## config.mk

```make
export PLATFORM = sky130hd
export DESIGN_NAME = executeStage
export DESIGN_NICKNAME = d
export VERILOG_FILES = /design/src/common/armIsaPkg.sv /design/src/common/execPkg.sv /design/src/alu.sv /design/src/barrelShifter.sv /design/src/conditional.sv /design/src/executeStage.sv /design/src/instrDecoder.sv
export SDC_FILE = /design/constraint.sdc
export NUM_CORES = 2
export LEC_CHECK = 0
export BUFFER_PORTS_ARGS = -buffer_cell sky130_fd_sc_hd__buf_2
export CAP_MARGIN = 10
export CORE_MARGIN = 5
export CORE_UTILIZATION = 25
export CTS_BUF_LIST = sky130_fd_sc_hd__clkbuf_16
export CTS_CLUSTER_DIAMETER = 120
export DETAILED_ROUTE_END_ITERATION = 7
export SLEW_MARGIN = 20
export SYNTH_ARGS = -nofsm -noshare
export SYNTH_HDL_FRONTEND = slang
export SYNTH_SLANG_ARGS = --single-unit
```

## constraint.sdc

```tcl
create_clock -name clk -period 19.3 [get_ports clk]
set_clock_uncertainty 0.05 [all_clocks]
set_input_delay 2.895 -clock clk [delete_from_list [all_inputs] [get_ports clk]]
set_output_delay 2.895 -clock clk [all_outputs]
set_load 0.05 [all_outputs]
```

## src/common/armIsaPkg.sv

```systemverilog
package armIsaPkg;

  // Condition field, bits 31:28
  typedef enum logic [3:0] {
    EQ = 4'b0000,
    NE,
    CS,
    CC,
    MI,
    PL,
    VS,
    VC,
    HI,
    LS,
    GE,
    LT,
    GT,
    LE,
    AL,
    NV  // Never executes here
  } condT;

  // Data processing opcodes in ARM encoding order
  typedef enum logic [3:0] {
    AND = 4'b0000, EOR, SUB, RSB, ADD, ADC, SBC, RSC,
    TST, TEQ, CMP, CMN, ORR, MOV, BIC, MVN
  } dpOpT;

  typedef enum logic [1:0] {LSL = 2'b00, LSR, ASR, ROR} shiftT;

  localparam logic [3:0] MulTag = 4'b1001;  // Bits 7:4 of a multiply

  typedef struct packed {
    condT        cond;
    logic [1:0]  kind;      // 00 for data processing
    logic        imm;       // Operand2 is a rotated immediate
    dpOpT        op;
    logic        setFlags;
    logic [3:0]  rn;
    logic [3:0]  rd;
    logic [11:0] operand2;  // Rotate/imm8 or shift/rm
  } dpInstrT;

  typedef struct packed {
    condT       cond;
    logic [5:0] zeros;
    logic       accumulate;
    logic       setFlags;
    logic [3:0] rd;         // Destination sits where dp rn is
    logic [3:0] rn;         // Accumulate operand
    logic [3:0] rs;
    logic [3:0] mulTag;
    logic [3:0] rm;
  } mulInstrT;

  // Same word seen as either form
  typedef union packed {
    dpInstrT  dp;
    mulInstrT mul;
  } instrT;

endpackage

```

## src/common/execPkg.sv

```systemverilog
package execPkg;
  import armIsaPkg::*;

  typedef struct packed {
    logic neg;
    logic zero;
    logic carry;
    logic overflow;
  } flagsT;

  // How C and V get updated
  typedef enum logic {
    cvLogic,  // C from shifter, V kept
    cvArith   // C and V from adder
  } cvClassT;

  typedef struct packed {
    condT       cond;
    logic       isMul;
    logic       accumulate;
    dpOpT       aluOp;
    logic       useImm;
    shiftT      shiftType;
    logic [4:0] shiftAmt;
    logic [3:0] rotImm;
    logic [7:0] imm8;
    cvClassT    cvClass;
    logic [1:0] flagsWrite;    // {update NZ, update CV}
    logic       writesResult;
  } ctrlT;

  typedef struct packed {
    logic [31:0] rn;
    logic [31:0] rm;
    logic [31:0] rs;
  } operandsT;

  typedef struct packed {
    logic        valid;
    logic        condEx;
    logic        writesResult;
    logic [31:0] result;
    flagsT       flagsOut;
  } execOutT;

endpackage

```

## src/alu.sv

```systemverilog
`timescale 1ns/1ps

module alu
  import armIsaPkg::*, execPkg::*;
(
  input  ctrlT        ctrl,
  input  logic [31:0] rn,
  input  logic [31:0] rs,
  input  logic [31:0] shifterOut,
  input  logic        carryIn,
  output logic [31:0] aluResult,
  output flagsT       aluFlags
);

  logic [31:0] addA;
  logic [31:0] addB;
  logic        addCin;
  logic [32:0] sum;
  logic [31:0] dpResult;
  logic [31:0] mulResult;

  // One adder, subtract forms invert an input and add carry
  always_comb begin
    addA   = rn;
    addB   = shifterOut;
    addCin = 1'b0;
    case (ctrl.aluOp)
      SUB, CMP: begin
        addB   = ~shifterOut;
        addCin = 1'b1;
      end
      RSB: begin
        addA   = shifterOut;
        addB   = ~rn;
        addCin = 1'b1;
      end
      ADC: addCin = carryIn;
      SBC: begin
        addB   = ~shifterOut;
        addCin = carryIn;   // Borrow is not C
      end
      RSC: begin
        addA   = shifterOut;
        addB   = ~rn;
        addCin = carryIn;
      end
      default: ;
    endcase
  end

  assign sum = {1'b0, addA} + {1'b0, addB} + {32'b0, addCin};

  always_comb begin
    case (ctrl.aluOp)
      AND, TST: dpResult = rn & shifterOut;
      EOR, TEQ: dpResult = rn ^ shifterOut;
      ORR:      dpResult = rn | shifterOut;
      MOV:      dpResult = shifterOut;
      BIC:      dpResult = rn & ~shifterOut;
      MVN:      dpResult = ~shifterOut;
      default:  dpResult = sum[31:0];  // Arithmetic and compares
    endcase
  end

  // rm arrives unshifted through the shifter
  assign mulResult = shifterOut * rs + (ctrl.accumulate ? rn : 32'b0);

  assign aluResult = ctrl.isMul ? mulResult : dpResult;

  assign aluFlags.neg      = aluResult[31];
  assign aluFlags.zero     = (aluResult == 32'b0);
  assign aluFlags.carry    = sum[32];  // No-borrow for subtracts
  // Same input signs but result sign differs
  assign aluFlags.overflow = (addA[31] == addB[31]) && (sum[31] != addA[31]);

endmodule

```

## src/barrelShifter.sv

```systemverilog
`timescale 1ns/1ps

module barrelShifter
  import armIsaPkg::*;
(
  input  logic [31:0] value,
  input  logic [7:0]  imm8,
  input  logic        useImm,
  input  logic [3:0]  rotImm,
  input  shiftT       shiftType,
  input  logic [4:0]  shiftAmt,
  input  logic        carryIn,
  output logic [31:0] shifterOut,
  output logic        shifterCarry
);

  logic [31:0] immExt;
  logic [4:0]  rotAmt;
  logic [31:0] immRot;
  logic [32:0] lslWide;  // {carry, result}
  logic [32:0] lsrWide;  // {result, carry}
  logic [32:0] asrWide;  // {result, carry}
  logic [31:0] rorVal;

  // Immediate rotated right by twice rotImm
  assign immExt = {24'b0, imm8};
  assign rotAmt = {rotImm, 1'b0};
  assign immRot = (immExt >> rotAmt) | (immExt << (6'd32 - {1'b0, rotAmt}));

  // Extra bit catches the last bit shifted out
  assign lslWide = {1'b0, value} << shiftAmt;
  assign lsrWide = {value, 1'b0} >> shiftAmt;
  assign asrWide = $signed({value, 1'b0}) >>> shiftAmt;
  assign rorVal  = (value >> shiftAmt) | (value << (6'd32 - {1'b0, shiftAmt}));

  always_comb begin
    shifterOut   = value;
    shifterCarry = carryIn;  // Zero shift keeps C
    if (useImm) begin
      shifterOut = immRot;
      if (rotImm != 4'd0) shifterCarry = immRot[31];
    end else begin
      case (shiftType)
        LSL: if (shiftAmt != 5'd0) {shifterCarry, shifterOut} = lslWide;
        LSR: if (shiftAmt == 5'd0) begin  // LSR #32
          shifterOut   = '0;
          shifterCarry = value[31];
        end else begin
          {shifterOut, shifterCarry} = lsrWide;
        end
        ASR: if (shiftAmt == 5'd0) begin  // ASR #32
          shifterOut   = {32{value[31]}};
          shifterCarry = value[31];
        end else begin
          {shifterOut, shifterCarry} = asrWide;
        end
        ROR: if (shiftAmt == 5'd0) begin  // RRX
          shifterOut   = {carryIn, value[31:1]};
          shifterCarry = value[0];
        end else begin
          shifterOut   = rorVal;
          shifterCarry = rorVal[31];
        end
      endcase
    end
  end

endmodule

```

## src/conditional.sv

```systemverilog
`timescale 1ns/1ps

module conditional
  import armIsaPkg::*, execPkg::*;
(
  input  condT       cond,
  input  flagsT      flags,         // Stored flags
  input  flagsT      aluFlags,
  input  logic       shifterCarry,
  input  logic [1:0] flagsWrite,    // {update NZ, update CV}
  input  cvClassT    cvClass,
  output logic       condEx,
  output flagsT      flagsNext,
  output flagsT      flagsOut       // Candidate flags before write gating
);

  logic ge;
  logic nzUpdate;
  logic cvUpdate;

  assign ge = (flags.neg == flags.overflow);

  always_comb begin
    case (cond)
      EQ:      condEx = flags.zero;
      NE:      condEx = ~flags.zero;
      CS:      condEx = flags.carry;
      CC:      condEx = ~flags.carry;
      MI:      condEx = flags.neg;
      PL:      condEx = ~flags.neg;
      VS:      condEx = flags.overflow;
      VC:      condEx = ~flags.overflow;
      HI:      condEx = flags.carry & ~flags.zero;
      LS:      condEx = ~(flags.carry & ~flags.zero);
      GE:      condEx = ge;
      LT:      condEx = ~ge;
      GT:      condEx = ~flags.zero & ge;
      LE:      condEx = ~(~flags.zero & ge);
      AL:      condEx = 1'b1;
      default: condEx = 1'b0;  // NV
    endcase
  end

  // NZ straight from result
  assign flagsOut.neg  = aluFlags.neg;
  assign flagsOut.zero = aluFlags.zero;

  // Logic ops take shifter carry and hold V
  assign flagsOut.carry    = (cvClass == cvLogic) ? shifterCarry : aluFlags.carry;
  assign flagsOut.overflow = (cvClass == cvLogic) ? flags.overflow : aluFlags.overflow;

  assign nzUpdate = flagsWrite[1] & condEx;
  assign cvUpdate = flagsWrite[0] & condEx;

  assign flagsNext.neg      = nzUpdate ? flagsOut.neg      : flags.neg;
  assign flagsNext.zero     = nzUpdate ? flagsOut.zero     : flags.zero;
  assign flagsNext.carry    = cvUpdate ? flagsOut.carry    : flags.carry;
  assign flagsNext.overflow = cvUpdate ? flagsOut.overflow : flags.overflow;

endmodule

```

## src/executeStage.sv

```systemverilog
`timescale 1ns/1ps

module executeStage
  import armIsaPkg::*, execPkg::*;
(
  input  logic     clk,
  input  logic     rst,
  input  logic     instrValid,
  input  instrT    instr,
  input  operandsT operands,
  output execOutT  out,
  output flagsT    flags      // NZCV register
);

  ctrlT        ctrl;
  logic [31:0] shifterOut;
  logic        shifterCarry;
  logic [31:0] aluResult;
  flagsT       aluFlags;
  logic        condEx;
  flagsT       flagsNext;
  flagsT       flagsOut;
  logic        validQ;
  logic        condExQ;
  logic        writesResultQ;
  logic [31:0] resultQ;
  flagsT       flagsOutQ;

  instrDecoder u_instrDecoder (
    .instr (instr),
    .ctrl  (ctrl)
  );

  barrelShifter u_barrelShifter (
    .value        (operands.rm),
    .imm8         (ctrl.imm8),
    .useImm       (ctrl.useImm),
    .rotImm       (ctrl.rotImm),
    .shiftType    (ctrl.shiftType),
    .shiftAmt     (ctrl.shiftAmt),
    .carryIn      (flags.carry),    // Needed for RRX and zero shifts
    .shifterOut   (shifterOut),
    .shifterCarry (shifterCarry)
  );

  alu u_alu (
    .ctrl       (ctrl),
    .rn         (operands.rn),
    .rs         (operands.rs),
    .shifterOut (shifterOut),
    .carryIn    (flags.carry),
    .aluResult  (aluResult),
    .aluFlags   (aluFlags)
  );

  conditional u_conditional (
    .cond         (ctrl.cond),
    .flags        (flags),
    .aluFlags     (aluFlags),
    .shifterCarry (shifterCarry),
    .flagsWrite   (ctrl.flagsWrite),
    .cvClass      (ctrl.cvClass),
    .condEx       (condEx),
    .flagsNext    (flagsNext),
    .flagsOut     (flagsOut)
  );

  // flagsNext already holds old flags when nothing writes
  always_ff @(posedge clk) begin
    if (rst) begin
      flags   <= '0;
      validQ  <= 1'b0;
      condExQ <= 1'b0;
    end else begin
      validQ  <= instrValid;
      condExQ <= instrValid & condEx;  // Low on idle cycles
      if (instrValid) flags <= flagsNext;
    end
  end

  always_ff @(posedge clk) begin
    if (instrValid) begin
      writesResultQ <= ctrl.writesResult;
      resultQ       <= aluResult;
      flagsOutQ     <= flagsOut;
    end
  end

  assign out = '{valid: validQ, condEx: condExQ, writesResult: writesResultQ,
                 result: resultQ, flagsOut: flagsOutQ};

endmodule

```

## src/instrDecoder.sv

```systemverilog
`timescale 1ns/1ps

module instrDecoder
  import armIsaPkg::*, execPkg::*;
(
  input  instrT instr,
  output ctrlT  ctrl
);

  logic isMul;
  logic isCompare;
  logic isLogic;
  dpOpT op;

  // Multiply has zeros in 27:22 and 1001 in 7:4
  assign isMul = (instr.mul.zeros == 6'b0) && (instr.mul.mulTag == MulTag);
  assign op    = instr.dp.op;

  always_comb begin
    isCompare = 1'b0;
    isLogic   = 1'b0;
    case (op)
      TST, TEQ: begin
        isCompare = 1'b1;
        isLogic   = 1'b1;
      end
      CMP, CMN: isCompare = 1'b1;
      AND, EOR, ORR, MOV, BIC, MVN: isLogic = 1'b1;
      default: ;
    endcase
  end

  always_comb begin
    ctrl      = '0;               // Mul leaves shifter at LSL #0 so rm passes through
    ctrl.cond = instr.dp.cond;    // Same bits in both forms
    if (isMul) begin
      ctrl.isMul        = 1'b1;
      ctrl.accumulate   = instr.mul.accumulate;
      ctrl.cvClass      = cvArith;
      ctrl.flagsWrite   = {instr.mul.setFlags, 1'b0};  // C and V untouched
      ctrl.writesResult = 1'b1;
    end else begin
      ctrl.aluOp        = op;
      ctrl.useImm       = instr.dp.imm;
      ctrl.rotImm       = instr.dp.operand2[11:8];
      ctrl.imm8         = instr.dp.operand2[7:0];
      ctrl.shiftAmt     = instr.dp.operand2[11:7];
      ctrl.shiftType    = shiftT'(instr.dp.operand2[6:5]);
      ctrl.cvClass      = isLogic ? cvLogic : cvArith;
      ctrl.flagsWrite   = {2{isCompare | instr.dp.setFlags}};  // Compares always set
      ctrl.writesResult = ~isCompare;
    end
  end

endmodule

```

; Word-level counts from Yosys, hierarchy flattened
; Index checks and enable logic that the tools add are counted.
[word_totals]
reg_bits = 43
word_cells = 139
[classes]
bitwise_logic = 22
muxes = 28
n_eq_ne = 43
n_shift = 7
add_sub_neg = 5
multipliers = 1
n_reduce_logical = 21
[ops]
columns = op, n
row1 = two-way mux 32 bit, 8
row2 = one-hot mux 32 bit (6 select lines), 1
row3 = one-hot mux 32 bit (4 select lines), 1
row4 = bitwise OR 32 bit, 3
row5 = equality test 4 bit (second input constant), 23
row6 = bitwise AND 32 bit, 2
row7 = inverter 32 bit, 2
row8 = one-hot mux 32 bit (2 select lines), 1
row9 = adder 32 x 32 -> 33 bit, 1
row10 = adder 33 x 1 -> 33 bit, 1
row11 = << shifter 32 x 5 -> 33 bit, 1
row12 = right shift 33 x 5 -> 33 bit, 1
row13 = >>> shifter 33 x 5 -> 33 bit, 1
row14 = adder 32 bit, 1
row15 = zero test 32 bit, 1
row16 = multiplier 32 x 32 -> 32 bit, 1
row17 = << shifter 32 x 6 -> 32 bit, 1
row18 = << shifter 8 x 6 -> 32 bit, 1
row19 = right shift 32 x 5 -> 32 bit, 1
row20 = right shift 8 x 5 -> 32 bit, 1
row21 = XOR 32 bit, 1
row22 = equality test 4 x 3 -> 1 bit (second input constant), 7
row23 = two-way mux 24 bit, 1
row24 = equality test 4 x 2 -> 1 bit (second input constant), 4
row25 = 27 further kinds, 61

; Depth between registers and ports, before layout
[depth]
ltp_word = 16
ltp_mapped = 54
ltp_nobuf = 45

; Cells and area by module
; A second synthesis with hierarchy kept.
[hier_totals]
hier_cells = 4131
area_unflattened_um2 = 33400.8
[modules_own_cells]
columns = module, seq_area_each_um2, cells_per_inst, area_each_um2, instances
row1 = alu, 0.0, 2893, 22673.0, 1
row2 = barrelShifter, 0.0, 1089, 8709.6, 1
row3 = executeStage, 1231.2, 57, 1340.0, 1
row4 = instrDecoder, 0.0, 57, 374.1, 1
row5 = conditional, 0.0, 35, 304.0, 1

; Worst setup path after synthesis
; Ideal clock, no wire load.
[synth_timing]
path_type = input -> register
from = in instr[23] in the netlist's numbering
to = reg flags[2] (netlist name)
setup_slack_ns = 4.310
path_buffers = 12
cell_stages = 44
t_arrival_ns = 14.881
cell_sequence = buf_2 nor4_4 a31oi_1 inv_1 buf_2 buf_2 buf_2 buf_2 ha_1 and2_1 ha_1 clkbuf_1 clkbuf_1 clkbuf_1 clkbuf_1 clkbuf_1 clkbuf_1 a2111oi_0 [... 8 more ...] fa_1 fa_1 fa_1 xor2_1 xnor2_1 xnor2_1 xnor2_1 xnor2_1 xnor2_1 xnor2_1 xnor2_1 xnor3_1 xnor3_1 xnor3_1 xnor2_1 o21ai_2 nor4_1 o21ba_1
[synth_rtl]
columns = item, line
row1 = "start, declared", executeStage.sv:9  ; input instrT instr,

==> impl_metrics.ini <==
[hold_path]
worstHoldPathCells = 2
hold_path.class = flop to flop
hold_end = flags[3]
worstHoldStart = flags[3]

[cts]
numCtsBuffers = 5
clock_sinks = 42
insertion_delay_ns = 0.36
cts_max_level = 2
clkTransAtPathRegs_ns = 0.10
cts_resized = 0
cts_tree = built
postCtsSetupRepairBufs = 0
clock-root-buffer = clkbuf_16
clockBufferDepth = 2
hold_buffers = 0

[power_and_ir_drop]
power_mw = 8.324
sw_frac_of_total = 0.5857
combinationalPowerShare = 0.970
internal-power_mw = 3.449
seqPwrFrac = 0.015
power.density_mw_per_mm2 = 226.5
p_leak_nw = 16.26
p_sw_mw = 4.875
clkPwrFrac = 0.015
ir_drop_uv = 847.4

[global_route]
grt_antenna_before_repair = 27
grt_pass1_vias = 35376
grt_pass1_wl_um = 266100
grt_max_degree = 107
overflow = 0
track_usage = 0.2572

[die]
boundaryPins = 174
initial_utilization = 0.2520
die_h_um = 377.0
die_area_sq_mm = 0.1421
rows = 134
die_w_um = 377.0
core_area_sq_mm = 0.1336

[yosys]
syn_inst = 4442
synth_edf_count = 36
ys_ff_latch = 42
synth_cell_types = 98
synth_warnings = 0
ys_seq_area_frac = 0.03567
synth_ff_type = edfxtp_1
avgSynthCellArea_sq_um = 7.580
ys_async_sr_fraction = 0
synth.net_count = 5203
synthesis.area_sq_mm = 0.03367

[route]
drc = 0
first_pass_iters = 7
wirelength_um = 188400
vias = 36283
drtIter0Drc = 4723
wl_per_cell_um = 30.52
routed_via_density = 5.876
ant_nets = 0

[placement]
dp_cells = 6152
gp_congestion = 1.068
dpl.hpwl_um = 143500
numPortBuffers = 165

[worst_setup_path]
required_ns = 19.57
cp-end-kind = flop
r2r_slack_ns = 13.06
r2r-start = flags[1]
crit_fanout = 23
critPathSlowestCell = nor3_1
critPathKind = input port to flop
arrival_ns = 16.91
rr_endpoint = flags[2]
start_kind = input port
crit_path_max_incr_delay_ns = 0.89
rr_worst_depth = 20

[flow_run]
maxCapViolCount = 0

[sta]
max_freq_ghz = 0.06009
tns_ns = 0
slew_headroom = 0.1661
drv_slew = 0
rsz0062_at_grt = no
setup-violations-final = 0
finalCriticalPeriod_ns = 16.64
fin_crit_sh = 0.8622
hold_violations = 0
worst_pin_slew_ns = 1.251

[outcome]
status = finished clean

[layout]
syn_to_final_growth_pct = 9.145
layout-drive-gt1-share = 0.09652
final_cells = 6175
nets = 5153
area by class of cell:
cell class,count,area (sq um)
clock buffer,5,125.1
multi-input combinational,3404,28810
sequential,42,1201
antenna,14,35.03
timing repair buffer,316,1977
clock inverter,3,48.80
tap,1768,2212
inverter,623,2338
fill,14575,96880
flip-flops by register name, summed over array words and instances (netlist names):
name and count:
out 3, flags 4, validQ 1, writesResultQ 1
condExQ 1, resultQ 32
per-stage QoR:
step / cell area [sq um] / setup slack, ns / hold slack, ns / util
6_report: 36750 / 2.659 / 0.5492 / 0.2750
5_1_grt: 36720 / 2.152 / 0.5908 / 0.2748
4_1_cts: 36700 / 3.030 / 0.5505 / 0.2746
3_5_place_dp: 36520 / 2.696 / 0.5324 / 0.2733
3_3_place_gp: 36510 / 2.350 / 0.5205 / 0.2732
2_1_floorplan: 33670 / 4.310 / 0.5026 / -
layer usage:
layer  global-route usage  share of wire  wire [um]
met5                    0        0.00043         81
met4               0.1291          0.066      12450
met2               0.3750           0.41      76950
met1               0.3412           0.40      75840
met3              0.08209           0.12      23120
power groups by stage:
| stage | logic [mW] | registers (mW) | clock network, mW |
|---|---|---|---|
| global placement | 7.96 | 0.129 | 0 |
| CTS | 8.10 | 0.127 | 0.124 |
| global route | 8.96 | 0.128 | 0.124 |
| detailed placement | 8.03 | 0.128 | 0 |
| finish | 8.08 | 0.127 | 0.122 |
| floorplan | 5.60 | 0.170 | 0 |
how the worst max path moves through the flow:
stage,start,end,slack (ns),cells after the start
detailed placement,instr[22],flags[2],2.70,41
finish,instr[22],flags[2],2.66,39
global placement,instr[22],flags[2],2.35,39
CTS,instr[7],flags[2],3.03,40
global route,instr[7],flags[2],2.15,42
floorplan,instr[23],flags[2],4.31,44
cells in the final DEF, fill, tap and decap left out, types with 154 or more instances in the layout:
cell type	count
and2_1	206
mux2i_1	154
fa_1	440
ha_1	189
a21oi_1	223
nand2_1	473
o21ai_0	216
inv_1	613
buf_2	163
nor2_1	263
cells by family after synthesis:
group,synth area share
XOR/XNOR,0.03761
AO/OA/AOI/OAI,0.2282
multiplexers,0.05983
flip-flops,0.03567
buffers and inverters,0.1147
adder cells (fa/ha/maj),0.3322
AND/OR/NAND/NOR,0.1918
critical path: cells and delay by family:
kind / cells / cell delay (ns)
and+or+nand+nor: 9 / 4.24
adders and majority gates: 9 / 4.00
buffers and inverters: 5 / 1.27
AOI/OAI and AO/OA: 4 / 1.27
xor gates and xnor gates: 12 / 3.18
synth_stat cells (72+ instances only):
master,number,area share
a21oi_1,225,0.033
and2_1,206,0.038
clkbuf_1,274,0.031
fa_1,440,0.26
ha_1,190,0.071
inv_1,616,0.069
mux2i_1,154,0.046
nand2_1,473,0.053
nand3_1,72,0.011
nor2_1,269,0.030
o21ai_0,218,0.032
o22ai_1,73,0.014
xnor2_1,96,0.025
Note: power is estimated with default switching activity, not from simulation.
